--- src/verilog/colorPkg.sv ---
`default_nettype none

package colorPkg;

    // background index width
    localparam int IndexW = 4;

    // -------------------------------------------------------------------------
    // palette, 12 bit rgb with 4 bits per channel
    // -------------------------------------------------------------------------

    // entry 0 first
    localparam logic [0:15][11:0] Palette = '{
        12'h000,
        // grass shades
        12'h0A4,
        12'h3C5,
        12'h8D6,
        // water
        12'h26B,
        12'h48E,
        12'h9CF,
        // dirt and path
        12'hA73,
        12'hC95,
        12'hEDB,
        // stone greys
        12'h777,
        12'hAAA,
        12'hFFF,
        // trees and roofs
        12'h930,
        12'h5A2,
        12'hD33
    };

    // player sprite colour, full 8 bit channels
    localparam logic [7:0] BallRed = 8'hFF;
    localparam logic [7:0] BallGreen = 8'h55;
    localparam logic [7:0] BallBlue = 8'h00;

endpackage

`default_nettype wire

--- src/verilog/screenPkg.sv ---
`default_nettype none

package screenPkg;

    // -------------------------------------------------------------------------
    // screen side geometry
    // -------------------------------------------------------------------------

    // screen coordinate width
    localparam int CoordW = 10;

    // top left corner of the map window on screen
    localparam logic [CoordW-1:0] WinLeft = 10'd80;
    localparam logic [CoordW-1:0] WinTop = 10'd80;

    // window size in screen pixels
    localparam logic [CoordW-1:0] WinWidth = 10'd256;
    localparam logic [CoordW-1:0] WinHeight = 10'd192;

    // one map pixel spans a 2x2 block
    localparam int PixScale = 2;

    // -------------------------------------------------------------------------
    // map and scroll geometry
    // -------------------------------------------------------------------------

    localparam int MapWidth = 256;
    localparam int MapHeight = 128;
    localparam int MapAddrW = 15;

    // scroll range in map pixels
    localparam int ScrollXW = 8;
    localparam int ScrollYW = 6;
    localparam logic [ScrollXW-1:0] ScrollXMax = 8'd128;
    localparam logic [ScrollYW-1:0] ScrollYMax = 6'd32;

    // keyboard codes, wasd layout
    localparam logic [7:0] KeyLeft = 8'h04;
    localparam logic [7:0] KeyRight = 8'h07;
    localparam logic [7:0] KeyUp = 8'h1A;
    localparam logic [7:0] KeyDown = 8'h16;

    // inside test for the window region
    function automatic logic inWindow(input logic [CoordW-1:0] x, input logic [CoordW-1:0] y);
        inWindow = (x >= WinLeft) && (x < WinLeft + WinWidth) &&
                   (y >= WinTop) && (y < WinTop + WinHeight);
    endfunction

endpackage

`default_nettype wire

--- src/verilog/pixelComposer.sv ---
`default_nettype none

module pixelComposer (
    input wire frame_clk,
    input wire Reset,
    input wire [screenPkg::CoordW-1:0] DrawX,
    input wire [screenPkg::CoordW-1:0] DrawY,
    input wire visible,
    input wire [screenPkg::CoordW-1:0] ballX,
    input wire [screenPkg::CoordW-1:0] ballY,
    input wire [screenPkg::CoordW-1:0] ballSize,
    input wire [colorPkg::IndexW-1:0] mapIndex,
    output logic [7:0] Red,
    output logic [7:0] Green,
    output logic [7:0] Blue
);

    localparam int SqW = 2 * screenPkg::CoordW + 2;

    // signed distance to ball centre
    logic signed [screenPkg::CoordW:0] distX;
    logic signed [screenPkg::CoordW:0] distY;
    logic [SqW-1:0] distSq;
    logic [SqW-1:0] sizeSq;

    // stage 1 flags, aligned with the memory read
    logic ballHit;
    logic winHit;
    logic visHit;

    // palette entry of the fetched index
    logic [11:0] entry;

    // -------------------------------------------------------------------------
    // stage 1, disc and window tests
    // -------------------------------------------------------------------------

    always_comb begin
        distX = $signed({1'b0, DrawX}) - $signed({1'b0, ballX});
        distY = $signed({1'b0, DrawY}) - $signed({1'b0, ballY});
        // circle test without a square root
        distSq = distX * distX + distY * distY;
        sizeSq = ballSize * ballSize;
    end

    always_ff @(posedge frame_clk or posedge Reset) begin
        if (Reset) begin
            ballHit <= 1'b0;
            winHit <= 1'b0;
            visHit <= 1'b0;
        end else begin
            ballHit <= distSq <= sizeSq;
            winHit <= screenPkg::inWindow(DrawX, DrawY);
            visHit <= visible;
        end
    end

    // -------------------------------------------------------------------------
    // stage 2, colour select into the rgb register
    // -------------------------------------------------------------------------

    assign entry = colorPkg::Palette[mapIndex];

    always_ff @(posedge frame_clk or posedge Reset) begin
        if (Reset) begin
            Red <= '0;
            Green <= '0;
            Blue <= '0;
        end else if (visHit && ballHit) begin
            // sprite sits over everything
            Red <= colorPkg::BallRed;
            Green <= colorPkg::BallGreen;
            Blue <= colorPkg::BallBlue;
        end else if (visHit && winHit) begin
            // 4 bit channels padded to 8
            Red <= {entry[11:8], 4'b0};
            Green <= {entry[7:4], 4'b0};
            Blue <= {entry[3:0], 4'b0};
        end else begin
            Red <= '0;
            Green <= '0;
            Blue <= '0;
        end
    end

endmodule

`default_nettype wire

--- config.mk ---
export PLATFORM = sky130hd
export DESIGN_NAME = pixelComposer
export DESIGN_NICKNAME = d
export VERILOG_FILES = /design/src/verilog/colorPkg.sv /design/src/verilog/screenPkg.sv /design/src/verilog/pixelComposer.sv
export SDC_FILE = /design/constraint.sdc
export NUM_CORES = 1
export LEC_CHECK = 0
export BUFFER_PORTS_ARGS = -buffer_cell sky130_fd_sc_hd__buf_2
export CAP_MARGIN = 0
export CORE_UTILIZATION = 45
export CTS_CLUSTER_DIAMETER = 30
export DETAILED_ROUTE_END_ITERATION = 6
export HOLD_SLACK_MARGIN = 0.03
export PLACE_DENSITY_LB_ADDON = 0.1
export SYNTH_ARGS = -nofsm -noshare
export SYNTH_HDL_FRONTEND = slang
export SYNTH_SLANG_ARGS = --single-unit
--- constraint.sdc ---
create_clock -name frame_clk -period 1.2 [get_ports frame_clk]
set_input_delay 0 -clock frame_clk [delete_from_list [all_inputs] [get_ports frame_clk]]
set_output_delay 0 -clock frame_clk [all_outputs]
set_load 0.02 [all_outputs]
==> impl_metrics.csv <==
group,metric,value,unit
timing,setup_viol,1,
timing,skew,0.002624,ns
detailed_routing,wl,32750,um
clocking,cts-root-buf,"clkbuf_16",
yosys,yosysSeqAreaShare,0.02970,
clocking,clk_pin_slew_worst_paths,0.05,ns
yosys,yosys.area_share.xor_xnor,0.04715,
yosys,synth-edff-count,0,
floorplanning,initial_utilization,0.4561,
setup_path,cp_common_cell,"fa_1",
place,place_area,16630,um^2
clocking,cts-htree-levels,1,
cells_and_area,nets,2401,
clocking,cts_buffers,3,
global_routing,use_met3,0.007615,
global_routing,grtUsageMet1,0.2867,
cells_and_area,finalInstanceArea,17160,um^2
cells_and_area,fin_cells,2275,
place,post-dp-hpwl,30030,um
clocking,cts-root-to-sink-buffers,2,
cells_and_area,final_common_cell,"inv_1",
global_routing,grt_max_degree,23,
status,violations,"setup timing",
cells_and_area,n_antenna_cell,0,
cells_and_area,drive_gt1_frac,0.2801,
timing,timing.fmax,128.6,MHz
global_routing,antenna_found_initial,0,
yosys,synth_top_family_by_area,"adder cells",
detailed_routing,initialDrtViolationCount,284,
setup_path,required,1.38,ns
floorplanning,dieHeight,175.1,um
job,cap_violations,0,
timing,hold_viol,0,
global_routing,grt_pass1_vias,11795,
floorplanning,die_w,175.1,um
setup_path,crit_path_start,"DrawX[0]",
yosys,syn_area_per_cell,8.922,um^2
setup_path,setup.worst_path.start_class,"primary input",
floorplanning,ios,81,
timing,setup_ws,-6.577,ns
yosys,synth_ff_type,"dfrtp_1",
timing,slew_viol_final,0,
floorplanning,core_area,29560,um^2
setup_path,crit_path_max_incr_delay,0.55,ns
timing,layout_worst_path_cycle_share,6.481,
worst_hold_path,hold_path.startpoint,"mapIndex[3]",
global_routing,busiest_layer,"met2",
cells_and_area,syn_to_final_growth,27.27,%
floorplanning,dieArea,30650,um^2
detailed_routing,dr.pass1.iters,7,
status,status,"finished, violations left",
worst_hold_path,hold_path_class,"primary input to flip-flop",
setup_path,critPathTopFamily,"adder cells",
place,gp_congestion,0.8626,
global_routing,grt-ovfl-total,0,
detailed_routing,post_drt_wl_per_cell,14.39,um
clocking,cts.sinks,16,
cells_and_area,final_cell_mix,"inv_1, buf_4, fa_1",
setup_path,cp-end-kind,"flip-flop",
yosys,muxShareOfSynthArea,0.001578,
setup_path,slowest_stage,"fa_1",
global_routing,track_usage,0.2293,
place,io_buffers,74,
detailed_routing,drtAntennaViolNets,0,
setup_path,worst_ep_arrival_time,7.96,ns
yosys,synthSimpleGateAreaFrac,0.1240,
yosys,ys_ff_latch,16,
yosys,synthDistinctLibCells,70,
yosys,ys_warn_count,0,
clocking,insertion_delay,0.24,ns
yosys,netlist_area,13480,um^2
detailed_routing,vias,10743,
global_routing,grt_use_met2,0.4368,
yosys,synthAdderAreaFrac,0.5832,
place,dp.cells,2256,
timing,finalSetupTns,-6.577,ns
floorplanning,rows,63,
yosys,synthArstFlopShare,1.000,
setup_path,crit_fanout,6,
timing,hold_ws,0.1614,ns
clocking,cts_tree,"done",
setup_path,cp_num_buf_inv,6,
timing,rsz0062_at_grt,"true",
yosys,syn_inst,1511,
detailed_routing,avgViaCountPerCell,4.722,
global_routing,grt_pass1_wl,56330,um
timing,period_needed,7.777,ns
setup_path,timing.rr.start,"ballHit",
detailed_routing,drc,0,
setup_path,worstSetupPathType,"primary input to flip-flop",
yosys,synth-compound-area-share,0.07963,
[cell type report]
cell class | instances | area [um^2]
multi-input cells | 1035 | 11660
fillers | 2754 | 12400
well taps | 390 | 488.0
flip-flops and latches | 16 | 400.4
inverters | 422 | 1589
repair buffers | 408 | 2928
clock buffers | 4 | 88.84
[worst reg2reg max path, delay by kind of cell (launching register included)]
kind / cells / cell delay, ns
buffers and inverters: 1 / 0.16
AOI/OAI and AO/OA: 1 / 0.11
and+or+nand+nor: 1 / 0.35
DFF: 1 / 0.43
[per-stage QoR]
step,utilization,setup slack [ns]
final,0.5804,-6.577
after global routing,0.5804,-6.964
after CTS,0.5753,-6.573
after detailed placement,0.5627,-7.140
after global placement,0.5627,-6.996
after floorplan,-,-6.490
[logic make-up after synthesis]
family                   Yosys count
AO/OA/AOI/OAI                    153
XOR/XNOR                          70
adder cells (fa/ha/maj)          458
buffers and inverters            465
flip-flops                        16
multiplexers                       2
other                              1
AND/OR/NAND/NOR                  346
[cells in the mapped netlist (2+ instances only)]
cell	number	area share
nand4_1	6	0.0028
or2_2	7	0.0032
o21a_1	11	0.0061
buf_4	11	0.0061
xnor2_2	2	0.0024
a21o_1	18	0.010
nor3_1	28	0.010
ha_1	174	0.16
buf_6	3	0.0025
and3_1	5	0.0023
inv_2	3	0.00084
xnor2_1	43	0.028
a211oi_1	4	0.0022
nor3_2	3	0.0022
a211oi_2	2	0.0019
o21ai_2	4	0.0026
a21boi_1	3	0.0017
nor3b_1	2	0.0011
o21bai_1	4	0.0022
or3_1	5	0.0023
fa_1	284	0.42
clkinv_1	3	0.00084
clkbuf_1	24	0.0067
nand2_1	95	0.026
o21ai_1	5	0.0019
a21oi_1	41	0.015
buf_1	2	0.00056
nand2b_1	15	0.0070
o21ai_0	26	0.0097
nor4_1	4	0.0019
nor2_1	89	0.025
nand3_1	25	0.0093
xor2_1	24	0.016
dfrtp_1	16	0.030
a31oi_1	5	0.0023
buf_2	3	0.0011
inv_1	416	0.12
and2_1	40	0.019
o211ai_1	4	0.0022
a21oi_2	5	0.0032
o31a_1	2	0.0013
nor2b_1	17	0.0079
[state kept, by name (all words and copies together) (netlist names)]
signal / count
Blue: 4
visHit: 1
Green: 4
winHit: 1
ballHit: 1
Red: 5
[routing by layer]
layer | up-vias | part of all wire
met2 | 119 | 0.53
met5 | - | 0
li1 | 5290 | -
met3 | 27 | 0.019
met1 | 5307 | 0.43
met4 | 0 | 0.022
[repair_timing]
| action | 4_1_cts | 5_1_grt |
|---|---|---|
| setup buffers | 5 | 8 |
| gates resized for setup | 53 | 28 |
| hold buffers | 2 | 0 |
| endpoints found under the hold margin | 17 | 0 |
| cloned | 0 | 0 |
| endpoints found under the setup margin | 1 | 2 |
| pin swaps | 24 | 36 |
[worst paths after layout]
path                            endpoint  slack [ns]  cells past startpoint
worst max-delay path             ballHit       -6.58                     40
worst min-delay path             Blue[6]        0.16                      3
worst max register to register  Green[7]        0.08                      3
worst min register to register    Red[4]        0.54                      1
max in group asynchronous         Red[5]        0.70                      4
min in group asynchronous        ballHit        0.31                      4
Power is not shown: default switching activity piles up to over one toggle a cycle in this logic, so the estimate is an artifact.
