## src/verilog/screenPkg.sv

```systemverilog
`default_nettype none

package screenPkg;

    // -------------------------------------------------------------------------
    // screen side geometry
    // -------------------------------------------------------------------------

    // screen coordinate width
    localparam int CoordW = 10;

    // top left corner of the map window on screen
    localparam logic [CoordW-1:0] WinLeft = 10'd80;
    localparam logic [CoordW-1:0] WinTop = 10'd80;

    // window size in screen pixels
    localparam logic [CoordW-1:0] WinWidth = 10'd256;
    localparam logic [CoordW-1:0] WinHeight = 10'd192;

    // one map pixel spans a 2x2 block
    localparam int PixScale = 2;

    // -------------------------------------------------------------------------
    // map and scroll geometry
    // -------------------------------------------------------------------------

    localparam int MapWidth = 256;
    localparam int MapHeight = 128;
    localparam int MapAddrW = 15;

    // scroll range in map pixels
    localparam int ScrollXW = 8;
    localparam int ScrollYW = 6;
    localparam logic [ScrollXW-1:0] ScrollXMax = 8'd128;
    localparam logic [ScrollYW-1:0] ScrollYMax = 6'd32;

    // keyboard codes, wasd layout
    localparam logic [7:0] KeyLeft = 8'h04;
    localparam logic [7:0] KeyRight = 8'h07;
    localparam logic [7:0] KeyUp = 8'h1A;
    localparam logic [7:0] KeyDown = 8'h16;

    // inside test for the window region
    function automatic logic inWindow(input logic [CoordW-1:0] x, input logic [CoordW-1:0] y);
        inWindow = (x >= WinLeft) && (x < WinLeft + WinWidth) &&
                   (y >= WinTop) && (y < WinTop + WinHeight);
    endfunction

endpackage

`default_nettype wire

```

## src/verilog/viewScroller.sv

```systemverilog
`default_nettype none

module viewScroller (
    input wire frame_clk,
    input wire Reset,
    input wire frameStart,
    input wire [7:0] keycode,
    output logic [screenPkg::ScrollXW-1:0] scrollX,
    output logic [screenPkg::ScrollYW-1:0] scrollY
);

    // -------------------------------------------------------------------------
    // one step per frame, held at the map edges
    // -------------------------------------------------------------------------

    always_ff @(posedge frame_clk or posedge Reset) begin
        if (Reset) begin
            scrollX <= '0;
            scrollY <= '0;
        end else if (frameStart) begin
            case (keycode)
                screenPkg::KeyLeft: begin
                    // left edge of map
                    if (scrollX != '0)
                        scrollX <= scrollX - 1'b1;
                end
                screenPkg::KeyRight: begin
                    if (scrollX < screenPkg::ScrollXMax)
                        scrollX <= scrollX + 1'b1;
                end
                screenPkg::KeyUp: begin
                    // top edge
                    if (scrollY != '0)
                        scrollY <= scrollY - 1'b1;
                end
                screenPkg::KeyDown: begin
                    if (scrollY < screenPkg::ScrollYMax)
                        scrollY <= scrollY + 1'b1;
                end
                default: begin
                    // unknown key, view stays put
                    scrollX <= scrollX;
                    scrollY <= scrollY;
                end
            endcase
        end
    end

    // window must never leave the map
    scrollInRange: assert property (
        @(posedge frame_clk) disable iff (Reset)
        (scrollX <= screenPkg::ScrollXMax) && (scrollY <= screenPkg::ScrollYMax)
    );

endmodule

`default_nettype wire
```

## config.mk

```make
export PLATFORM = sky130hd
export DESIGN_NAME = viewScroller
export DESIGN_NICKNAME = d
export VERILOG_FILES = /design/src/verilog/screenPkg.sv /design/src/verilog/viewScroller.sv
export SDC_FILE = /design/constraint.sdc
export NUM_CORES = 1
export LEC_CHECK = 0
export ABC_CLOCK_PERIOD_IN_PS = 4050
export BUFFER_PORTS_ARGS = -buffer_cell sky130_fd_sc_hd__clkbuf_2
export CORE_MARGIN = 5
export CORE_UTILIZATION = 35
export DETAILED_ROUTE_END_ITERATION = 10
export PLACE_DENSITY = 0.62
export SLEW_MARGIN = 20
export SYNTH_ARGS = -nofsm -noshare
export SYNTH_HDL_FRONTEND = slang
export SYNTH_SLANG_ARGS = --single-unit
```

## constraint.sdc

```tcl
create_clock -name frame_clk -period 4.05 [get_ports frame_clk]
set_clock_uncertainty 0.15 [all_clocks]
set_input_delay 0.2025 -clock frame_clk [delete_from_list [all_inputs] [get_ports frame_clk]]
set_output_delay 0.2025 -clock frame_clk [all_outputs]
set_load 0.05 [all_outputs]
```

==> results of run 1 <==
-- layout make-up --
class	count	share of cell area [%]
Clock buffer	3	1.842
Timing Repair Buffer	25	10.64
Inverter	2	0.6141
Sequential cell	14	28.66
Multi-Input combinational cell	94	55.07
Tap cell	31	3.173
-- routing by layer --
layer,vias up,GRT usage (%),share of wire (%)
li1,456,-,-
met1,423,13.86,45
met2,16,20.10,50
met3,2,3.678,4.1
met4,0,2.375,0.55
met5,-,0,0
-- synth_stat cells --
| cell | n | share of area, % |
|---|---|---|
| dfrtp_1 | 14 | 34 |
| nand2_1 | 14 | 5.1 |
| ha_1 | 10 | 12 |
| o21ai_0 | 10 | 4.8 |
| a21oi_1 | 8 | 3.9 |
| nor2_1 | 8 | 2.9 |
| xnor2_1 | 7 | 5.9 |
| xor2_1 | 6 | 5.1 |
| nand3_1 | 4 | 1.9 |
| a21o_1 | 3 | 2.2 |
| nor4_1 | 3 | 1.8 |
| a211oi_1 | 2 | 1.5 |
| fa_1 | 2 | 3.9 |
| inv_1 | 2 | 0.73 |
| mux2_2 | 2 | 2.2 |
| nand2b_1 | 2 | 1.2 |
| o2111ai_1 | 2 | 1.7 |
| o21bai_1 | 2 | 1.5 |
| a21oi_2 | 1 | 0.85 |
| clkbuf_1 | 1 | 0.36 |
| nand3b_1 | 1 | 0.73 |
| nor2b_1 | 1 | 0.60 |
| nor3_1 | 1 | 0.48 |
| o211ai_2 | 1 | 1.2 |
| or3_1 | 1 | 0.60 |
| or3_4 | 1 | 1.1 |
| or3b_1 | 1 | 0.85 |
| or4_4 | 1 | 1.1 |
-- worst max-delay path, delay by kind of cell --
kind,cells,cell delay [ns]
xor+xnor,1,0.16
fa+ha+maj,1,0.38
compound gates,3,0.52
buf+inv,1,0.08
simple gates,3,1.33
-- where the power goes --
group | switching [mW] | internal, mW | leakage, nW
combinational | 0.146 | 0.0899 | 0.408
sequential | 0.0215 | 0.156 | 0.190
clock | 0.0435 | 0.0344 | 0.0138
total | 0.211 | 0.280 | 0.612
-- how the worst max path moves through the flow --
stage and end:
6_report scrollX[7], 5_1_grt scrollX[7], 3_3_place_gp scrollX[7], 3_5_place_dp scrollX[7]
2_1_floorplan scrollX[7], 4_1_cts scrollX[7]
-- flip-flops by register name (all words and copies together) (netlist names) --
register / cells
scrollX: 8
scrollY: 6
-- cells by family (layout without fill, tap and decap cells) --
kind of cell,after synthesis,count (layout),share of synthesized area [%]
AO/OA/AOI/OAI,29,29,17.53
AND/OR/NAND/NOR,38,38,18.38
multiplexers,2,2,2.176
adder cells (fa/ha/maj),12,12,15.96
XOR/XNOR,13,13,11.00
buffers and inverters,3,30,1.088
flip-flops,14,14,33.86
-- what timing repair did --
action	CTS	global route
resized for setup	0	0
endpoints found under the hold margin	14	0
hold buffers	1	0
==> impl_metrics.tcl, run 1 <==
set metrics [dict create \
    synth_fp_nets 134 \
    crit_start "keycode[5]" \
    io_pins 25 \
    end_kind "flop" \
    post_cts_buffers 0 \
    via_count 897 \
    drv_cap 0 \
    area_growth_pct 18.14 \
    routedWlPerCell_um 12.83 \
    fmax_mhz 382.8 \
    r2r_start "scrollX[0]" \
    finalSetupViolCount 0 \
    core_mm2 0.002805 \
    layout_setup_ws_ns 1.438 \
    final_util_pct 43.58 \
    antenna_left 0 \
    leakagePower_nw 0.6117 \
    crit_type "in2reg" \
    hold_path_depth 3 \
    hold_path.class "in2reg" \
    path_cells "clkbuf_2, or3_4, or4_4, ha_1, a21oi_1, a211oi_1, or3b_1, a21oi_2, xor2_1" \
    finalPower_mw 0.4917 \
    grt_use_total_pct 11.51 \
    fin_crit_sh_pct 64.50 \
    period_minus_slack_ns 2.612 \
    dieArea_mm2 0.004144 \
    drtPass1Iterations 4 \
    grt_first_pass_wirelength_mm 3.808 \
    root_buffer "clkbuf_4" \
    drt_wl_total_mm 2.169 \
    ys_warn_count 0 \
    finalNonFillerCells 169 \
    numCtsBuffers 3 \
    p_per_area_mw_per_mm2 402.2 \
    cts_tree "yes" \
    worstPathArrival_ns 2.67 \
    ff2ff_path_depth 6 \
    die_h_um 64.37 \
    via_per_inst 5.308 \
    required_ns 4.10 \
    placedCellCount 165 \
    min-delay-start "frameStart" \
    fin_area_mm2 0.001222 \
    regArea_um2 350.3 \
    worst-r2r-setup-slack_ns 1.95 \
    synthCells 111 \
    hold_slack_ns 0.1753 \
    cts.sinks 14 \
    first_global_vias 857 \
    ir_worst_vdd_mv 0.2686 \
    drc 0 \
    reg2reg_to "scrollX[6]" \
    diodes 0 \
    crit_fanout 9 \
    status "finished clean" \
    nNetsFinal 163 \
    rsz0062_at_grt "no" \
    fill_cells 297 \
    drv_slew 0 \
    dpl.hpwl_mm 1.721 \
    cpMaxStageDelayCell "or4_4" \
    syn-cell-area_mm2 0.001035 \
    ys_seq_elements 14 \
    num_rows 19 \
    worst_setup_path_start_kind "input pin" \
    holdPathEnd "scrollY[0]" \
    clockBufferDepth 2 \
    syn-mean-instance-area_um2 9.322 \
    cpPeakStageDelay_ns 0.57 \
    portBuffers 24 \
    clock_latency_ns 0.27 \
    final_common_cell "clkbuf_2" \
    path_clk_slew_ns 0.08 \
    htreeDepth 1 \
    slew_headroom_pct 30.99 \
    die_w_um 64.37 \
    grt_overflow 0 \
    start_util_pct 36.89 \
    hold_violations 0 \
    layout_common_cells "clkbuf_2, nand2_1, dfrtp_1" \
    drive_gt1_share_pct 23.91 \
    gp_congestion 0.8765 \
    antenna_found_initial 0 \
    multiInputGateArea_um2 673.1 \
    tightest_slew_ns 1.034 \
    dp_slack_ns 1.145 \
    place_area_mm2 0.001190 \
    drtIter0Drc 34 \
    grt_max_degree 15 \
    ys_seq_area_share_pct 33.86 \
    synthDistinctLibCells 28 \
    setup_tns_ns 0 \
]
No activity file was read; power rests on OpenSTA's default activity.
==> run 2, diff against run 1 <==
- ABC_AREA: default -> 1
- ABC_CLOCK_PERIOD_IN_PS: 4050 -> 2200
- PLACE_DENSITY: 0.62 -> 0.63
- clock period: 4.05 -> 2.2 ns (I/O delays scaled with it)
==> run 2 against run 1 <==
- routed wire length up 25%
- via count up 34%
- synthesized cell count rose by 68%
- sequential share of layout area shrank 5.7 points
- cell area up 25%
- global-route usage decreased by 0.065 points
- largest cell class unchanged
- core utilization down 1.5 points
- highest routed layer unchanged
- largest power group unchanged
- final cell count is 56% higher
- worst setup slack got worse by 1.0 ns
- total power increased to 2.5 times the previous value
- register-to-register slack worse by 1.5 ns
==> impl_metrics.tcl, run 2 <==
set metrics [dict create \
    drive_gt1_share_pct 23.26 \
    numCtsBuffers 3 \
    drc 0 \
    finalSetupViolCount 0 \
    drt_wl_total_mm 2.710 \
    core_mm2 0.003633 \
    cts_tree "yes" \
    synth_top_family_by_area "simple AND/OR/NAND/NOR gates" \
    slew_headroom_pct 62.55 \
    area_growth_pct 18.09 \
    cpPeakStageDelay_ns 0.39 \
    fmax_mhz 558.6 \
    switching_share_pct 45.38 \
    end_kind "flop" \
    synth_compound_area_share_pct 5.706 \
    die_w_um 70.80 \
    antenna_left 0 \
    synth_edf_count 0 \
    dieArea_mm2 0.005013 \
    grt_use_total_pct 11.44 \
    post_cts_buffers 0 \
    htreeDepth 1 \
    drv_cap 0 \
    cts_hold_buf 1 \
    clockBufferDepth 2 \
    internal_power_mw 0.6732 \
    finalPower_mw 1.232 \
    fill_cells 396 \
    drtPass1Iterations 4 \
    drv_slew 0 \
    hold_violations 0 \
    grt_first_pass_wirelength_mm 4.650 \
    final_common_cell "nand2_1" \
    ys_seq_area_share_pct 27.08 \
    seqPwrFrac_pct 28.5 \
    fin_area_mm2 0.001528 \
    clock_latency_ns 0.25 \
    synth_xor_area_share_pct 4.739 \
    hold_path.class "in2reg" \
    reg_top3 "scrollX: 8 flops, scrollY: 6 flops" \
    status "finished clean" \
    path_clk_slew_ns 0.06 \
    cts-resized-gates 0 \
    finalNonFillerCells 263 \
    path_cells "clkbuf_2, inv_1, nand2_2, nor2_2, nand2_1, ha_1, or2_2, nand3b_1, nand2_1, xor2_1, nand2_1, nand2_1" \
    ys_seq_elements 14 \
    multiInputGateArea_um2 845.8 \
    worst_setup_path_start_kind "input pin" \
    synth-simple-area-share_pct 42.17 \
    p_per_area_mw_per_mm2 806.8 \
    gp_congestion 0.8299 \
    first_global_vias 1076 \
    crit_fanout 8 \
    yosysMostFrequentCell "nand2_1" \
    async_flop_share_pct 100.0 \
    required_ns 2.19 \
    placedCellCount 258 \
    start_util_pct 35.61 \
    io_pins 25 \
    largest_reg_flops 8 \
    rsz0062_at_grt "no" \
    routedWlPerCell_um 10.30 \
    via_count 1206 \
    timing.critical_path.mode_cell "nand2_1" \
    synthCells 187 \
    synth_top_cells_by_area "dfrtp_1, nand2_1, ha_1" \
    ir_worst_vdd_mv 0.4138 \
    hold_slack_ns 0.09714 \
    cts.sinks 14 \
    num_rows 22 \
    synthDistinctLibCells 24 \
    synth_fp_nets 210 \
    layout_common_cells "nand2_1, clkbuf_2, inv_1" \
    ys_warn_count 0 \
    nNetsFinal 239 \
    grt_max_degree 15 \
    diodes 0 \
    dpl.hpwl_mm 2.162 \
    place_area_mm2 0.001463 \
    regArea_um2 350.3 \
    grt_overflow 0 \
    crit_type "in2reg" \
    period_minus_slack_ns 1.790 \
    syn-cell-area_mm2 0.001294 \
    synth_common_cells "nand2_1, inv_1, nor2_1" \
    root_buffer "clkbuf_8" \
    synth_top_area_share_pct 27.08 \
    synth_top_cell_by_area "dfrtp_1" \
    syn-mean-instance-area_um2 6.918 \
    leakagePower_nw 0.8274 \
    combPwrFrac_pct 50.4 \
    clkPwrFrac_pct 21.0 \
    top_register "scrollX" \
    die_h_um 70.80 \
    drtIter0Drc 41 \
    synth_ff_type "dfrtp_1" \
    p_sw_mw 0.5593 \
    antenna_found_initial 0 \
    tightest_slew_ns 0.5611 \
    fin_crit_sh_pct 81.37 \
    synth_fa_ha_area_share_pct 12.77 \
    setup_tns_ns 0 \
    synth_mux_area_share_pct 0 \
    via_per_inst 4.586 \
    cpMaxStageDelayCell "ha_1" \
    worstPathArrival_ns 1.78 \
    portBuffers 24 \
]
run 2: stage by stage:
stage | utilization (%) | setup WS (ns)
final | 42.05 | 0.4098
after global routing | 42.05 | 0.2451
after CTS | 42.05 | 0.4142
after detailed placement | 40.25 | 0.1555
after global placement | 40.25 | 0.1859
after floorplan | - | 0.2792
run 2: final cells by class:
type / instances / share of cell area (%)
inverters: 23 / 5.651
repair buffers: 25 / 8.518
clock buffers: 4 / 3.604
well taps: 48 / 3.931
multi-input cells: 149 / 55.36
flip-flops and latches: 14 / 22.93
run 2: worst paths after layout:
| check | to | slack, ns | cells after the start | start |
|---|---|---|---|---|
| min | scrollY[2] | 0.1 | 3 | frameStart |
| max in group asynchronous | scrollX[6] | 1.24 | 3 | Reset |
| max | scrollX[5] | 0.41 | 12 | keycode[6] |
| max reg2reg | scrollX[5] | 0.48 | 7 | scrollX[2] |
| min in group asynchronous | scrollY[2] | 0.29 | 3 | Reset |
| min reg2reg | scrollY[2] | 0.39 | 2 | scrollY[2] |
run 2: logic make-up (layout without fill, tap and decap cells):
kind of cell | Yosys count | count (layout)
buffers and inverters | 24 | 52
AND/OR/NAND/NOR | 118 | 118
adder cells (fa/ha/maj) | 12 | 12
AO/OA/AOI/OAI | 12 | 12
flip-flops | 14 | 14
XOR/XNOR | 7 | 7
run 2: power groups by stage:
stage,Sequential (mW),Combinational [mW],Clock [mW]
3_5_place_dp,0.357,0.620,0
4_1_cts,0.352,0.627,0.269
6_report,0.352,0.622,0.259
2_1_floorplan,0.485,0.364,0
5_1_grt,0.361,0.696,0.281
3_3_place_gp,0.356,0.618,0
run 2: per-layer routing:
layer	wire (um)	GRT usage, %	share of wire (%)	vias to the layer above
li1	-	-	-	643
met1	1254	13.85	46	539
met2	1324	19.67	49	20
met3	104	3.409	3.8	4
met4	27	3.132	1.0	0
met5	0	0	0	-
run 2: critical path, delay by kind of cell:
family	cells	cell delay [ns]
xor gates and xnor gates	1	0.14
adders and majority gates	1	0.39
buffers and inverters	2	0.15
and+or+nand+nor	8	1.00
