## config.mk

```make
export PLATFORM = sky130hd
export DESIGN_NAME = mapArbiter_flat
export DESIGN_NICKNAME = d
export VERILOG_FILES = /design/src/verilog/colorPkg.sv /design/src/verilog/screenPkg.sv /design/src/verilog/memPort.sv /design/src/verilog/mapArbiter.sv /design/src/flat_wrapper.sv
export SDC_FILE = /design/constraint.sdc
export NUM_CORES = 1
export LEC_CHECK = 0
export BUFFER_PORTS_ARGS = -buffer_cell sky130_fd_sc_hd__buf_2
export CORE_UTILIZATION = 24
export DETAILED_ROUTE_END_ITERATION = 12
export PLACE_DENSITY = 0.86
export SYNTH_ARGS = -nofsm -noshare
export SYNTH_HDL_FRONTEND = slang
export SYNTH_SLANG_ARGS = --single-unit
```

## constraint.sdc

```tcl
create_clock -name frame_clk -period 1.35 [get_ports frame_clk]
set_input_delay 0.135 -clock frame_clk [delete_from_list [all_inputs] [get_ports frame_clk]]
set_output_delay 0.135 -clock frame_clk [all_outputs]
set_load 0.03 [all_outputs]
```

## src/verilog/colorPkg.sv

```systemverilog
`default_nettype none

package colorPkg;

    // background index width
    localparam int IndexW = 4;

    // -------------------------------------------------------------------------
    // palette, 12 bit rgb with 4 bits per channel
    // -------------------------------------------------------------------------

    // entry 0 first
    localparam logic [0:15][11:0] Palette = '{
        12'h000,
        // grass shades
        12'h0A4,
        12'h3C5,
        12'h8D6,
        // water
        12'h26B,
        12'h48E,
        12'h9CF,
        // dirt and path
        12'hA73,
        12'hC95,
        12'hEDB,
        // stone greys
        12'h777,
        12'hAAA,
        12'hFFF,
        // trees and roofs
        12'h930,
        12'h5A2,
        12'hD33
    };

    // player sprite colour, full 8 bit channels
    localparam logic [7:0] BallRed = 8'hFF;
    localparam logic [7:0] BallGreen = 8'h55;
    localparam logic [7:0] BallBlue = 8'h00;

endpackage

`default_nettype wire

```

## src/verilog/screenPkg.sv

```systemverilog
`default_nettype none

package screenPkg;

    // -------------------------------------------------------------------------
    // screen side geometry
    // -------------------------------------------------------------------------

    // screen coordinate width
    localparam int CoordW = 10;

    // top left corner of the map window on screen
    localparam logic [CoordW-1:0] WinLeft = 10'd80;
    localparam logic [CoordW-1:0] WinTop = 10'd80;

    // window size in screen pixels
    localparam logic [CoordW-1:0] WinWidth = 10'd256;
    localparam logic [CoordW-1:0] WinHeight = 10'd192;

    // one map pixel spans a 2x2 block
    localparam int PixScale = 2;

    // -------------------------------------------------------------------------
    // map and scroll geometry
    // -------------------------------------------------------------------------

    localparam int MapWidth = 256;
    localparam int MapHeight = 128;
    localparam int MapAddrW = 15;

    // scroll range in map pixels
    localparam int ScrollXW = 8;
    localparam int ScrollYW = 6;
    localparam logic [ScrollXW-1:0] ScrollXMax = 8'd128;
    localparam logic [ScrollYW-1:0] ScrollYMax = 6'd32;

    // keyboard codes, wasd layout
    localparam logic [7:0] KeyLeft = 8'h04;
    localparam logic [7:0] KeyRight = 8'h07;
    localparam logic [7:0] KeyUp = 8'h1A;
    localparam logic [7:0] KeyDown = 8'h16;

    // inside test for the window region
    function automatic logic inWindow(input logic [CoordW-1:0] x, input logic [CoordW-1:0] y);
        inWindow = (x >= WinLeft) && (x < WinLeft + WinWidth) &&
                   (y >= WinTop) && (y < WinTop + WinHeight);
    endfunction

endpackage

`default_nettype wire

```

## src/verilog/memPort.sv

```systemverilog
`default_nettype none

interface memPort;

    // request side
    logic req;
    logic [screenPkg::MapAddrW-1:0] addr;
    logic [colorPkg::IndexW-1:0] wdata;
    logic we;

    // arbiter side
    logic ack;
    logic [colorPkg::IndexW-1:0] rdata;

    modport requester (
        output req, addr, wdata, we,
        input ack, rdata
    );

    modport arbiter (
        input req, addr, wdata, we,
        output ack, rdata
    );

endinterface

`default_nettype wire

```

## src/verilog/mapArbiter.sv

```systemverilog
`default_nettype none

module mapArbiter (
    input wire frame_clk,
    input wire Reset,
    memPort.arbiter fetch,
    input wire hostReq,
    input wire [screenPkg::MapAddrW-1:0] hostAddr,
    input wire [colorPkg::IndexW-1:0] hostData,
    output logic hostAck,
    output logic [screenPkg::MapAddrW-1:0] memAddr,
    output logic [colorPkg::IndexW-1:0] memWdata,
    output logic memWe,
    input wire [colorPkg::IndexW-1:0] memRdata
);

    // host wants a write and has not been served yet
    logic hostPending;

    assign hostPending = hostReq && !hostAck;

    // -------------------------------------------------------------------------
    // memory select, fetcher always wins
    // -------------------------------------------------------------------------

    always_comb begin
        if (fetch.req) begin
            memAddr = fetch.addr;
            memWdata = fetch.wdata;
            memWe = fetch.we;
        end else begin
            memAddr = hostAddr;
            memWdata = hostData;
            // host write goes in on an idle cycle
            memWe = hostPending;
        end
    end

    // granted the same cycle, data one edge later
    assign fetch.ack = fetch.req;
    assign fetch.rdata = memRdata;

    // -------------------------------------------------------------------------
    // four phase host handshake
    // -------------------------------------------------------------------------

    always_ff @(posedge frame_clk or posedge Reset) begin
        if (Reset) begin
            hostAck <= 1'b0;
        end else if (hostPending && !fetch.req) begin
            // write done this edge
            hostAck <= 1'b1;
        end else if (!hostReq) begin
            // host dropped req, return to idle
            hostAck <= 1'b0;
        end
    end

    // the fetcher port must stay read only
    noWriteOnFetch: assert property (
        @(posedge frame_clk) disable iff (Reset)
        !(memWe && fetch.req)
    );

    // ack only answers a live request
    ackNeedsReq: assert property (
        @(posedge frame_clk) disable iff (Reset)
        $rose(hostAck) |-> $past(hostReq)
    );

endmodule

`default_nettype wire

```

## src/flat_wrapper.sv

```systemverilog
// flat-port wrapper written by rule: the top's interface ports become plain ports
module mapArbiter_flat 
  (frame_clk, Reset, hostReq, hostAddr, hostData, hostAck, memAddr, memWdata, memWe, memRdata, fetch_req, fetch_addr, fetch_wdata, fetch_we, fetch_ack, fetch_rdata);
  memPort fetch_i ();
  input wire frame_clk;
  input wire Reset;
  input wire hostReq;
  input wire [screenPkg::MapAddrW-1:0] hostAddr;
  input wire [colorPkg::IndexW-1:0] hostData;
  output logic hostAck;
  output logic [screenPkg::MapAddrW-1:0] memAddr;
  output logic [colorPkg::IndexW-1:0] memWdata;
  output logic memWe;
  input wire [colorPkg::IndexW-1:0] memRdata;
  input wire logic [$bits(fetch_i.req)-1:0] fetch_req;
  input wire logic [$bits(fetch_i.addr)-1:0] fetch_addr;
  input wire logic [$bits(fetch_i.wdata)-1:0] fetch_wdata;
  input wire logic [$bits(fetch_i.we)-1:0] fetch_we;
  output wire logic [$bits(fetch_i.ack)-1:0] fetch_ack;
  output wire logic [$bits(fetch_i.rdata)-1:0] fetch_rdata;
  assign fetch_i.req = fetch_req;
  assign fetch_i.addr = fetch_addr;
  assign fetch_i.wdata = fetch_wdata;
  assign fetch_i.we = fetch_we;
  assign fetch_ack = fetch_i.ack;
  assign fetch_rdata = fetch_i.rdata;
  mapArbiter u_core (.frame_clk(frame_clk), .Reset(Reset), .fetch(fetch_i), .hostReq(hostReq), .hostAddr(hostAddr), .hostData(hostData), .hostAck(hostAck), .memAddr(memAddr), .memWdata(memWdata), .memWe(memWe), .memRdata(memRdata));
endmodule
```

==> results.py, run 1 <==
metrics = {
    "critical_path": {
        "path_class": "primary input to output pin",
        "worstPathRequired_ps": 1220,
        "crit_arrival_ps": 1070,
        "cp-start-kind": "primary input",
        "cp-end-kind": "output pin",
        "critPathMaxFanout": 23,
    },
    "die": {
        "coreArea_um2": 1190,
        "die_h_um": 38.9,
        "placementRows": 12,
        "die_area_um2": 1510,
        "io_pins": 73,
        "die_w_um": 38.9,
        "start_util_pct": 27.5,
    },
    "power": {
        "p_switching_mw": 0.157,
        "cellLeakagePower_nw": 0.361,
        "ir_worst_vdd_mv": 0.190,
        "comb_power_share_pct": 89.1,
        "power.internal_mw": 0.153,
        "pwr-share-seq_pct": 10.9,
        "powerDensity_nw_per_um2": 505,
        "clockPowerShare_pct": 0,
        "p_sw_share_pct": 50.7,
    },
    "layout": {
        "drive_above_1_share_pct": 92.2,
        "diodes": 0,
        "final_nets": 139,
        "top_register": "u_core.hostAck",
        "reg_top3": "u_core.hostAck x1",
        "final_cell_area_um2": 614,
        "seqCellArea_um2": 25.0,
        "final_cells": 104,
        "largest_reg_flops": 1,
        "syn_to_final_growth_pct": 88.1,
        "fill_cells": 112,
        "multiInputGateArea_um2": 234,
    },
    "timing": {
        "finalHoldViolCount": 0,
        "tightest_slew_ps": 448,
        "finalSetupViolCount": 0,
        "fin_setup_tns_ps": 0,
        "rsz0062_at_grt": "no",
        "fin_crit_ps": 1210,
        "drv_slew": 0,
        "max-slew-margin-rel_pct": 70.2,
        "timing.final.crit_share_pct": 89.3,
        "fin_ws_ps": 145,
        "holdWs_ps": 270,
        "worst_clock_skew_ps": 0,
        "max_freq_mhz": 830,
    },
    "detailed_routing": {
        "first_pass_iters": 1,
        "wirelength_um": 965,
        "wl_per_cell_um": 9.28,
        "drt_iter0_drc": 0,
        "vias": 435,
        "routed_via_density": 4.18,
        "antenna_left": 0,
        "drc": 0,
    },
    "clock_network": {
        "cts_resized": 0,
        "post-cts-setup-buffer-count": 0,
        "postCtsHoldBufs": 1,
        "clock_latency_ps": 0,
    },
    "placement": {
        "portBuffers": 64,
        "postPlaceCellArea_um2": 604,
        "gp_congestion": 0.597,
        "post-place-cells": 103,
        "dp_slack_ps": 127,
        "hpwl_um": 835,
    },
    "global_route": {
        "grt_usage_pct": 11.3,
        "grt-ovfl-total": 0,
        "grt_max_degree": 24,
        "grt_pass1_wl_um": 1290,
        "grt_pass1_vias": 328,
        "antenna_found_initial": 0,
    },
    "synth": {
        "syn-mean-instance-area_um2": 10.2,
        "ys_seq_area_share_pct": 7.66,
        "synth_cell_types": 8,
        "synth.cell_area_um2": 327,
        "yosys_warnings": 0,
        "ys_seq_elements": 1,
        "synth_fp_nets": 79,
        "syn_inst": 32,
    },
    "run": {
        "maxCapViolCount": 0,
    },
    "worst_hold_path": {
        "hold_path_class": "primary input to output pin",
    },
    "run_status": {
        "status": "finished, final reports clean",
    },
}
path summary, 6_finish.rpt:
path	start	end	slack (ps)	cells past startpoint
min in group asynchronous	Reset	u_core.hostAck$_DFFE_PP0P_	520	3
max	fetch_req	memAddr[0]	140	3
max reg2reg	u_core.hostAck$_DFFE_PP0P_	u_core.hostAck$_DFFE_PP0P_	720	2
min	memRdata[0]	fetch_rdata[0]	270	0
max in group asynchronous	Reset	u_core.hostAck$_DFFE_PP0P_	740	3
min reg2reg	u_core.hostAck$_DFFE_PP0P_	u_core.hostAck$_DFFE_PP0P_	540	2
per-stage QoR:
stage / power (mW) / utilization, %
6_report: 0.310 / 51.8
5_1_grt: 0.327 / 51.8
4_1_cts: 0.313 / 51.8
3_5_place_dp: 0.310 / 50.9
3_3_place_gp: 0.306 / 50.9
2_1_floorplan: 0.237 / -
area by class of cell:
class                   instances  share of cell area, %
repair buffers                 65                   53.8
multi-input cells              22                   38.1
flip-flops and latches          1                   4.07
well taps                      14                   2.85
inverters                       2                   1.22
metal layers:
metal,track usage [%],up-vias,wire length [um]
met5,0,-,0
met1,13.9,174,378
met2,22.1,36,459
met4,0,0,0
met3,0.578,0,126
li1,-,225,-
cell usage after synthesis:
cell type	count	area share, %
a22o_1	1	2.7
buf_6	2	6.9
inv_1	2	2.3
mux2_2	19	66
dfrtp_1	1	7.7
a21boi_0	1	2.3
buf_4	5	11
nor2_1	1	1.1
cells in the final DEF, fill, tap and decap left out:
cell and count:
dlygate4sd3_1 1, buf_2 64, mux2_2 19, a22o_1 1, nor2_1 1, a21boi_0 1, inv_1 2, dfrtp_1 1
logic make-up after synthesis:
group | count (synthesis) | synth area share (%)
AND/OR/NAND/NOR | 1 | 1.15
buffers and inverters | 9 | 20.7
multiplexers | 19 | 65.5
flip-flops | 1 | 7.66
AO/OA/AOI/OAI | 2 | 4.98
critical path: stages:
cell	delay, ps
buf_2	370
mux2_2	380
buf_2	180
power groups by stage:
stage / sequential (mW) / clock, mW / combinational [mW]
6_report: 0.0338 / 0 / 0.276
4_1_cts: 0.0338 / 0 / 0.279
3_5_place_dp: 0.0338 / 0 / 0.276
3_3_place_gp: 0.0339 / 0 / 0.272
2_1_floorplan: 0.0381 / 0 / 0.199
5_1_grt: 0.0342 / 0 / 0.293
No activity file was read; power rests on OpenSTA's default activity.
==> run 2, diff against run 1 <==
--- a/config.mk
+++ b/config.mk
@@ -8,7 +8,7 @@
 export BUFFER_PORTS_ARGS = -buffer_cell sky130_fd_sc_hd__buf_2
 export CORE_UTILIZATION = 24
 export DETAILED_ROUTE_END_ITERATION = 12
-export PLACE_DENSITY = 0.86
+export PLACE_DENSITY = 0.92
 export SYNTH_ARGS = -nofsm -noshare
 export SYNTH_HDL_FRONTEND = slang
 export SYNTH_SLANG_ARGS = --single-unit
==> results.py, run 2 (synthesis gave the netlist of run 1 again) <==
metrics = {
    "placement": {
        "hpwl_um": 908,
        "portBuffers": 64,
        "post-place-cells": 104,
        "gp_congestion": 0.637,
    },
    "detailed_routing": {
        "wirelength_um": 1040,
        "drt_iter0_drc": 0,
        "vias": 458,
        "wl_per_cell_um": 9.86,
        "drc": 0,
        "routed_via_density": 4.36,
        "antenna_left": 0,
        "first_pass_iters": 1,
    },
    "clock_network": {
        "clock_latency_ps": 0,
        "postCtsHoldBufs": 1,
        "post-cts-setup-buffer-count": 0,
        "cts_resized": 0,
    },
    "global_route": {
        "grt_pass1_wl_um": 1440,
        "grt-ovfl-total": 0,
        "grt_max_degree": 22,
        "antenna_found_initial": 0,
        "grt_usage_pct": 12.9,
        "grt_pass1_vias": 352,
    },
    "layout": {
        "syn_to_final_growth_pct": 90.4,
        "drive_above_1_share_pct": 92.3,
        "final_cells": 105,
        "diodes": 0,
        "fill_cells": 112,
        "top_register": "u_core.hostAck",
        "final_nets": 140,
        "largest_reg_flops": 1,
        "final_cell_mix": "64 x buf_2, 19 x mux2_2, 2 x inv_1",
        "reg_top3": "u_core.hostAck x1",
        "final_common_cell": "buf_2",
    },
    "timing": {
        "fin_crit_ps": 1190,
        "fin_setup_tns_ps": 0,
        "timing.final.crit_share_pct": 88.4,
        "max_freq_mhz": 838,
        "tightest_slew_ps": 419,
        "finalSetupViolCount": 0,
        "worst_clock_skew_ps": 0,
        "max-slew-margin-rel_pct": 72.1,
        "drv_slew": 0,
        "rsz0062_at_grt": "no",
        "finalHoldViolCount": 0,
    },
    "power": {
        "cellLeakagePower_nw": 0.366,
        "powerDensity_nw_per_um2": 506,
        "ir_worst_vdd_mv": 0.263,
        "finalPower_mw": 0.314,
    },
    "die": {
        "die_w_um": 38.9,
        "placementRows": 12,
        "die_area_um2": 1510,
        "start_util_pct": 27.5,
        "coreArea_um2": 1190,
        "io_pins": 73,
        "die_h_um": 38.9,
    },
    "critical_path": {
        "crit_arrival_ps": 1060,
        "path_class": "primary input to output pin",
        "cp-start-kind": "primary input",
        "critPathMaxFanout": 21,
        "worstPathRequired_ps": 1220,
        "regToRegSetupSlack_ps": 740,
        "cp-end-kind": "output pin",
    },
    "run": {
        "maxCapViolCount": 0,
    },
    "run_status": {
        "status": "finished, final reports clean",
    },
    "worst_hold_path": {
        "hold_path_class": "primary input to output pin",
    },
}
## run 2: changes by cell type in the layout (fill, tap and decap cells not counted), sizes merged
cell	before	now
buf	64	65
## run 2: final timing paths
check	startpoint	to	depth (start not counted)
max reg2reg	u_core.hostAck$_DFFE_PP0P_	u_core.hostAck$_DFFE_PP0P_	2
min reg2reg	u_core.hostAck$_DFFE_PP0P_	u_core.hostAck$_DFFE_PP0P_	2
min in group asynchronous	Reset	u_core.hostAck$_DFFE_PP0P_	3
max	fetch_req	memWe	5
min	memRdata[3]	fetch_rdata[3]	0
max in group asynchronous	Reset	u_core.hostAck$_DFFE_PP0P_	3
## run 2: layout make-up
cell class                 count  area [um2]  area share [%]
tap                           14        17.5            2.82
inverter                       2        7.51            1.21
multi-input combinational     22         234            37.6
sequential                     1        25.0            4.02
timing repair buffer          66         338            54.3
## run 2: where the power goes
group	total, mW	internal, mW	switching (mW)	leakage, nW
logic	0.280	0.122	0.158	0.354
registers	0.0340	0.0326	0.00143	0.0125
clock network	0	0	0	0
## run 2: per-layer routing
| layer | part of all wire [%] | track usage [%] |
|---|---|---|
| met1 | 41 | 17.9 |
| met2 | 49 | 22.1 |
| met3 | 9.0 | 1.73 |
| met4 | 0 | 0 |
| met5 | 0 | 0 |
## run 2: stage by stage
| step | setup WS [ps] | cell area [um2] | hold WS (ps) | util, % |
|---|---|---|---|---|
| floorplan | 301 | 327 | -136 | - |
| global placement | 184 | 612 | -32.7 | 51.6 |
| detailed placement | 141 | 612 | -30.8 | 51.6 |
| CTS | 140 | 622 | 270 | 52.4 |
| global route | 60.8 | 622 | 270 | 52.4 |
| finish | 156 | 622 | 270 | 52.4 |
## run 2: worst max-delay path, cell delays in order
cell and delay, ps:
buf_2 350, buf_4 200, nor2_1 40, a22o_1 160, buf_2 170
