[src/verilog/colorPkg.sv]
`default_nettype none

package colorPkg;

    // background index width
    localparam int IndexW = 4;

    // -------------------------------------------------------------------------
    // palette, 12 bit rgb with 4 bits per channel
    // -------------------------------------------------------------------------

    // entry 0 first
    localparam logic [0:15][11:0] Palette = '{
        12'h000,
        // grass shades
        12'h0A4,
        12'h3C5,
        12'h8D6,
        // water
        12'h26B,
        12'h48E,
        12'h9CF,
        // dirt and path
        12'hA73,
        12'hC95,
        12'hEDB,
        // stone greys
        12'h777,
        12'hAAA,
        12'hFFF,
        // trees and roofs
        12'h930,
        12'h5A2,
        12'hD33
    };

    // player sprite colour, full 8 bit channels
    localparam logic [7:0] BallRed = 8'hFF;
    localparam logic [7:0] BallGreen = 8'h55;
    localparam logic [7:0] BallBlue = 8'h00;

endpackage

`default_nettype wire

[src/verilog/screenPkg.sv]
`default_nettype none

package screenPkg;

    // -------------------------------------------------------------------------
    // screen side geometry
    // -------------------------------------------------------------------------

    // screen coordinate width
    localparam int CoordW = 10;

    // top left corner of the map window on screen
    localparam logic [CoordW-1:0] WinLeft = 10'd80;
    localparam logic [CoordW-1:0] WinTop = 10'd80;

    // window size in screen pixels
    localparam logic [CoordW-1:0] WinWidth = 10'd256;
    localparam logic [CoordW-1:0] WinHeight = 10'd192;

    // one map pixel spans a 2x2 block
    localparam int PixScale = 2;

    // -------------------------------------------------------------------------
    // map and scroll geometry
    // -------------------------------------------------------------------------

    localparam int MapWidth = 256;
    localparam int MapHeight = 128;
    localparam int MapAddrW = 15;

    // scroll range in map pixels
    localparam int ScrollXW = 8;
    localparam int ScrollYW = 6;
    localparam logic [ScrollXW-1:0] ScrollXMax = 8'd128;
    localparam logic [ScrollYW-1:0] ScrollYMax = 6'd32;

    // keyboard codes, wasd layout
    localparam logic [7:0] KeyLeft = 8'h04;
    localparam logic [7:0] KeyRight = 8'h07;
    localparam logic [7:0] KeyUp = 8'h1A;
    localparam logic [7:0] KeyDown = 8'h16;

    // inside test for the window region
    function automatic logic inWindow(input logic [CoordW-1:0] x, input logic [CoordW-1:0] y);
        inWindow = (x >= WinLeft) && (x < WinLeft + WinWidth) &&
                   (y >= WinTop) && (y < WinTop + WinHeight);
    endfunction

endpackage

`default_nettype wire

[src/verilog/memPort.sv]
`default_nettype none

interface memPort;

    // request side
    logic req;
    logic [screenPkg::MapAddrW-1:0] addr;
    logic [colorPkg::IndexW-1:0] wdata;
    logic we;

    // arbiter side
    logic ack;
    logic [colorPkg::IndexW-1:0] rdata;

    modport requester (
        output req, addr, wdata, we,
        input ack, rdata
    );

    modport arbiter (
        input req, addr, wdata, we,
        output ack, rdata
    );

endinterface

`default_nettype wire

[src/verilog/mapFetcher.sv]
`default_nettype none

module mapFetcher (
    input wire [screenPkg::CoordW-1:0] DrawX,
    input wire [screenPkg::CoordW-1:0] DrawY,
    input wire visible,
    input wire [screenPkg::ScrollXW-1:0] scrollX,
    input wire [screenPkg::ScrollYW-1:0] scrollY,
    memPort.requester mem
);

    // offset from the window corner in screen pixels
    logic [screenPkg::CoordW-1:0] offX;
    logic [screenPkg::CoordW-1:0] offY;

    // map pixel, one bit wider than needed
    logic [8:0] mapX;
    logic [7:0] mapY;
    logic [16:0] fullAddr;

    always_comb begin
        offX = DrawX - screenPkg::WinLeft;
        offY = DrawY - screenPkg::WinTop;

        // halve for double size, then shift by scroll
        mapX = 9'(offX / screenPkg::PixScale) + {1'b0, scrollX};
        mapY = 8'(offY / screenPkg::PixScale) + {2'b0, scrollY};

        // row major, MapWidth per row
        fullAddr = 17'(mapY) * 17'(screenPkg::MapWidth) + 17'(mapX);
    end

    // -------------------------------------------------------------------------
    // request drive
    // -------------------------------------------------------------------------

    // only in-window visible pixels need the map
    assign mem.req = visible && screenPkg::inWindow(DrawX, DrawY);
    assign mem.addr = fullAddr[screenPkg::MapAddrW-1:0];

    // read only port
    assign mem.we = 1'b0;
    assign mem.wdata = '0;

    // scroll plus offset has to stay on the map
    always_comb begin
        if (mem.req)
            addrOnMap: assert (fullAddr < 17'(screenPkg::MapWidth * screenPkg::MapHeight));
    end

endmodule

`default_nettype wire

[src/flat_wrapper.sv]
// flat-port wrapper written by rule: the top's interface ports become plain ports
module mapFetcher_flat 
  (DrawX, DrawY, visible, scrollX, scrollY, mem_req, mem_addr, mem_wdata, mem_we, mem_ack, mem_rdata);
  memPort mem_i ();
  input wire [screenPkg::CoordW-1:0] DrawX;
  input wire [screenPkg::CoordW-1:0] DrawY;
  input wire visible;
  input wire [screenPkg::ScrollXW-1:0] scrollX;
  input wire [screenPkg::ScrollYW-1:0] scrollY;
  output wire logic [$bits(mem_i.req)-1:0] mem_req;
  output wire logic [$bits(mem_i.addr)-1:0] mem_addr;
  output wire logic [$bits(mem_i.wdata)-1:0] mem_wdata;
  output wire logic [$bits(mem_i.we)-1:0] mem_we;
  input wire logic [$bits(mem_i.ack)-1:0] mem_ack;
  input wire logic [$bits(mem_i.rdata)-1:0] mem_rdata;
  assign mem_req = mem_i.req;
  assign mem_addr = mem_i.addr;
  assign mem_wdata = mem_i.wdata;
  assign mem_we = mem_i.we;
  assign mem_i.ack = mem_ack;
  assign mem_i.rdata = mem_rdata;
  mapFetcher u_core (.DrawX(DrawX), .DrawY(DrawY), .visible(visible), .scrollX(scrollX), .scrollY(scrollY), .mem(mem_i));
endmodule
[config.mk]
export PLATFORM = sky130hd
export DESIGN_NAME = mapFetcher_flat
export DESIGN_NICKNAME = d
export VERILOG_FILES = /design/src/verilog/colorPkg.sv /design/src/verilog/screenPkg.sv /design/src/verilog/memPort.sv /design/src/verilog/mapFetcher.sv /design/src/flat_wrapper.sv
export SDC_FILE = /design/constraint.sdc
export NUM_CORES = 1
export LEC_CHECK = 0
export ABC_AREA = 1
export BUFFER_PORTS_ARGS = -buffer_cell sky130_fd_sc_hd__buf_2
export CORE_MARGIN = 8
export CORE_UTILIZATION = 50
export DETAILED_ROUTE_END_ITERATION = 6
export PLACE_DENSITY_LB_ADDON = 0.05
export SLEW_MARGIN = 20
export SYNTH_ARGS = -nofsm -noshare
export SYNTH_HDL_FRONTEND = slang
export SYNTH_SLANG_ARGS = --single-unit
[constraint.sdc]
create_clock -name vclk -period 6.32
set_input_delay 1.264 -clock vclk [all_inputs]
set_output_delay 1.264 -clock vclk [all_outputs]
set_load 0.005 [all_outputs]
==> results.py, run 1 <==
metrics = {
    "route": {
        "wl_per_cell_um": 10.2,
        "routed_wl_mm": 2.65,
        "via_per_inst": 4.75,
        "drt_pass1_iterations": 3,
        "vias": 1231,
        "ant_nets": 0,
        "drt_iter0_drc": 16,
        "drc": 0,
    },
    "worst_setup_path": {
        "critical-path-top-delay-family": "adder cells",
        "max_stage_delay_ns": 0.35,
        "cpMostUsedCell": "nand2_1",
        "path_cells": "buf_2, inv_1, ha_1, o21ai_1, xor2_1, inv_1, ha_1, nand2_1, nor2_1, nand2_1, nand3_1, xor2_1, ha_1, ha_1, inv_1, nor2_4, nand3_2, nor2_4, nand2_1, nand2_1, nand2_1, buf_2",
        "critPathCaptureType": "output pin",
        "crit_arrival_ns": 3.96,
        "crit_required_ns": 5.06,
        "worstPathMaxFanout": 5,
        "cpMaxStageDelayCell": "ha_1",
        "path_class": "in -> out",
        "critPathBufInv": 5,
        "startpoint_type": "input pin",
    },
    "layout": {
        "clockBufferCount": 0,
        "antenna_cells": 0,
        "drive_gt1_share_pct": 27.7,
        "num-fill-cells": 221,
        "finish.net_count": 295,
        "seq_cells": 0,
        "area_growth_syn_to_layout_pct": 24.5,
        "regArea_um2": 0,
        "multi_input_comb_area_um2": 945,
    },
    "timing": {
        "max_freq_ghz": 0.191,
        "finalHoldViolCount": 0,
        "maxSlewViolCount": 0,
        "setup_violations": 0,
        "post-route-period-util_pct": 82.7,
        "setup_tns_ns": 0,
        "fin_crit_ns": 5.23,
        "setup_slack_ns": 1.09,
        "rsz0062_at_grt": "no",
        "fin_hold_ws_ns": 2.81,
    },
    "synthesis": {
        "synth.top_cell.area_share_pct": 22.9,
        "yosys.area.top_type": "ha_1",
        "yosysSeqAreaShare_pct": 0,
        "synth_commonest_cells": "nand2_1 (46), inv_1 (30), ha_1 (20)",
        "netlist_area_um2": 1090,
        "yosysMostFrequentCell": "nand2_1",
        "netlist_instances": 181,
        "synth.yosys.warnings": 0,
        "netlist_top_cells_area": "ha_1 (23%), nand2_1 (16%), inv_1 (10%), nand3_1 (8.7%), xor2_1 (6.4%)",
        "avgSynthCellArea_um2": 6.03,
        "yosysUniqueCellTypes": 26,
    },
    "floorplanning": {
        "rows": 17,
        "fp.dieW_um": 62.7,
        "start_util_pct": 51.3,
        "core_um2": 2130,
        "die-area_um2": 3930,
        "ios": 61,
        "dieHeight_um": 62.7,
    },
    "power_and_ir_drop": {
        "powerDensity_nw_per_um2": 109,
        "p_leak_uw": 0.000829,
        "max-vdd-ir-drop_v": 0.0000758,
    },
    "hold_path": {
        "worstHoldEndpoint": "mem_addr[0]",
        "hold_path.startpoint": "scrollX[0]",
        "hp-class": "in -> out",
        "hold_depth": 3,
    },
    "grt": {
        "grt_pass1_vias": 1228,
        "antenna_found_initial": 0,
        "grt_usage_pct": 12.6,
        "grt_max_degree": 8,
        "grt_pass1_wl_mm": 4.53,
        "gr-total-overflow": 0,
    },
    "place": {
        "pre_cts_ws_ns": 1.07,
        "io_buffers": 51,
        "hpwl_mm": 2.52,
        "routabilityCongestion": 0.870,
    },
    "status": {
        "outcome": "finished, final reports clean",
    },
    "clock_tree": {
        "cts_hold_buf": 0,
        "ctsResizeCount": 0,
        "post_cts.repair.setup_buffers": 0,
    },
    "run": {
        "cap_violations": 0,
    },
}
[power by group]
part	total (µW)	leakage (µW)	switching, µW	internal [µW]
registers	0	0	0	0
logic	148	0.000829	81.3	66.4
clock network	0	0	0	0
total	148	0.000829	81.3	66.4
[per-stage QoR]
step / power, µW / util, % / instances / cell area, µm²
after floorplan: 100 / - / 185 / 1110
after global placement: 145 / 63.9 / 259 / 1360
after detailed placement: 149 / 63.9 / 259 / 1360
after CTS: 150 / 63.9 / 259 / 1360
after global routing: 170 / 63.9 / 259 / 1360
final: 148 / 63.9 / 259 / 1360
[layer usage]
metal / vias up / GRT usage, % / wire length [µm]
li1: 672 / - / -
met3: 2 / 2.69 / 139
met4: 0 / 0.855 / 23
met1: 532 / 13.1 / 1040
met5: - / 0 / 0
met2: 25 / 25.5 / 1450
[cell families (layout without fill, tap and decap cells)]
family | Yosys count | in the layout | share of synthesized area, %
AO/OA/AOI/OAI | 16 | 16 | 8.14
XOR/XNOR | 13 | 13 | 10.4
adder cells (fa/ha/maj) | 22 | 22 | 26.6
buffers and inverters | 38 | 84 | 14.8
AND/OR/NAND/NOR | 91 | 91 | 39.7
other | 1 | 5 | 0.344
[layout by cell type (no fill, tap or decap), drive strengths merged]
cell | Yosys | final
o211ai | 1 | 1
o21ai | 4 | 4
o21bai | 1 | 1
nand2 | 50 | 50
inv | 33 | 33
nand3 | 21 | 21
conb | 1 | 5
fa | 2 | 2
a21oi | 8 | 8
nor4 | 1 | 1
buf | 5 | 51
nor2 | 15 | 15
a21boi | 1 | 1
xor2 | 8 | 8
ha | 20 | 20
a31oi | 1 | 1
nand3b | 1 | 1
nand4 | 3 | 3
xnor2 | 5 | 5
[cell type report]
class | count | area share [%]
Multi-Input combinational cell | 147 | 69.5
Timing Repair Buffer | 51 | 18.8
Inverter | 33 | 9.12
Tap cell | 28 | 2.58
[worst max-delay path by stage]
stage	startpoint	end	slack, ns	depth (start not counted)
finish	DrawX[4]	mem_addr[14]	1.09	22
global route	DrawX[4]	mem_addr[14]	0.77	22
CTS	DrawX[4]	mem_addr[14]	1.06	22
detailed placement	DrawX[4]	mem_addr[14]	1.07	22
global placement	DrawX[4]	mem_addr[14]	1.14	22
floorplan	DrawX[4]	mem_addr[14]	1.57	20
Note: power is estimated with default switching activity, not from simulation.
==> run 2, diff against run 1 <==
Settings changed: ABC_AREA 1 to 0, CORE_UTILIZATION 50 to 40.
Clock period 6.32 ns to 4.7 ns, I/O delays scaled along.
==> results.py, run 2 <==
metrics = {
    "grt": {
        "grt_usage_pct": 10.4,
        "grt_max_degree": 7,
        "gr-total-overflow": 0,
        "grt_pass1_vias": 955,
        "antenna_found_initial": 0,
        "grt_pass1_wl_mm": 3.77,
    },
    "timing": {
        "fin_hold_ws_ns": 2.17,
        "setup_tns_ns": 0,
        "maxSlewViolCount": 0,
        "max_freq_ghz": 0.225,
        "rsz0062_at_grt": "no",
        "fin_crit_ns": 4.45,
        "finalHoldViolCount": 0,
        "post-route-period-util_pct": 94.8,
        "setup_violations": 0,
    },
    "route": {
        "routed_wl_mm": 2.26,
        "wl_per_cell_um": 11.7,
        "vias": 948,
        "ant_nets": 0,
        "via_per_inst": 4.91,
        "drt_pass1_iterations": 2,
        "drc": 0,
        "drt_iter0_drc": 22,
    },
    "clock_tree": {
        "post_cts.repair.setup_buffers": 0,
        "cts_hold_buf": 0,
        "ctsResizeCount": 0,
    },
    "layout": {
        "num-fill-cells": 228,
        "drive_gt1_share_pct": 33.3,
        "regArea_um2": 0,
        "area_growth_syn_to_layout_pct": 29.8,
        "finish.net_count": 229,
        "final_common_cell": "buf_2",
        "antenna_cells": 0,
        "clockBufferCount": 0,
        "final_util_pct": 53.7,
        "final_area_um2": 1160,
        "final_cell_mix": "buf_2 (51), ha_1 (20), nor2_1 (16)",
        "seq_cells": 0,
    },
    "worst_setup_path": {
        "startpoint_type": "input pin",
        "crit_required_ns": 3.76,
        "critPathCaptureType": "output pin",
        "worstPathMaxFanout": 3,
        "cpMostUsedCell": "ha_1",
        "critical-path-top-delay-family": "adder cells",
        "path_cells": "buf_2, ha_1, fa_1, a21o_1, a211oi_1, nor2_1, o41ai_2, xnor2_1, ha_1, ha_1, and2_1, nand4_2, xnor2_1, buf_2",
        "crit_arrival_ns": 3.51,
        "path_class": "in -> out",
        "critPathBufInv": 2,
        "max_stage_delay_ns": 0.40,
        "cpMaxStageDelayCell": "fa_1",
    },
    "synthesis": {
        "synth.top_cell.area_share_pct": 27.9,
        "synth_top_family_by_area": "adder cells",
        "netlist_area_um2": 897,
        "synth_compound_area_share_pct": 21.1,
        "synthAdderAreaFrac_pct": 32.4,
        "avgSynthCellArea_um2": 7.80,
        "netlist_top_cells_area": "ha_1 (28%), xnor2_1 (13%), xor2_1 (7.8%), nor2_1 (6.7%), fa_1 (4.5%)",
        "yosysMostFrequentCell": "ha_1",
        "yosysSeqAreaShare_pct": 0,
        "synth.yosys.warnings": 0,
        "yosysUniqueCellTypes": 32,
        "netlist_instances": 115,
        "synth-simple-area-share_pct": 18.1,
        "synth_commonest_cells": "ha_1 (20), nor2_1 (16), xnor2_1 (13)",
        "synthMuxAreaShare_pct": 0,
        "yosys.area.top_type": "ha_1",
        "synthXorXnorAreaFrac_pct": 20.5,
    },
    "floorplanning": {
        "ios": 61,
        "rows": 17,
        "fp.dieW_um": 63.4,
        "core_um2": 2170,
        "die-area_um2": 4010,
        "start_util_pct": 41.3,
        "dieHeight_um": 63.4,
    },
    "hold_path": {
        "hold_depth": 3,
        "worstHoldEndpoint": "mem_addr[0]",
        "hold_path.startpoint": "scrollX[0]",
        "hp-class": "in -> out",
    },
    "place": {
        "io_buffers": 51,
        "routabilityCongestion": 0.759,
        "hpwl_mm": 2.13,
        "place_area_um2": 1160,
    },
    "power_and_ir_drop": {
        "powerDensity_nw_per_um2": 159,
        "p_leak_uw": 0.000614,
        "max-vdd-ir-drop_v": 0.0000796,
    },
    "status": {
        "outcome": "finished, final reports clean",
    },
    "run": {
        "cap_violations": 0,
    },
}
[run 2: final cells by class]
class	instances	area [µm²]	share of cell area (%)
tap	28	35.0	3.01
timing repair buffer	51	255	21.9
multi-input combinational	106	845	72.5
inverter	8	30.0	2.58
[run 2: cell families (layout without fill, tap and decap cells)]
logic type / after synthesis / count (layout)
and+or+nand+nor: 32 / 32
AOI/OAI and AO/OA: 26 / 26
adders and majority gates: 22 / 22
xor gates and xnor gates: 21 / 21
buffers and inverters: 13 / 59
other: 1 / 5
[run 2: worst max path at each step]
stage                        end  depth (start not counted)      from
detailed placement  mem_addr[14]                         14  DrawX[1]
global placement    mem_addr[14]                         14  DrawX[1]
finish              mem_addr[14]                         14  DrawX[1]
CTS                 mem_addr[14]                         14  DrawX[1]
floorplan           mem_addr[14]                         12  DrawX[1]
global route        mem_addr[14]                         14  DrawX[1]
[run 2: report_power, final]
part	total (µW)	internal (µW)	switching (µW)	leakage, µW
clock network	0	0	0	0
registers	0	0	0	0
logic	185	93.2	91.7	0.000614
[run 2: per-stage QoR]
stage | power (µW) | instances | setup slack (ns)
2_1_floorplan | 123 | 119 | 0.645
4_1_cts | 189 | 193 | 0.208
6_report | 185 | 193 | 0.247
3_3_place_gp | 185 | 193 | 0.255
5_1_grt | 210 | 193 | 0.0101
3_5_place_dp | 188 | 193 | 0.222
[run 2: metal layers]
metal	up-vias	share of wire, %	global-route usage (%)
li1	504	-	-
met1	422	40	10.8
met2	22	54	21.3
met3	0	6.0	2.47
met4	0	0	0
met5	-	0	0
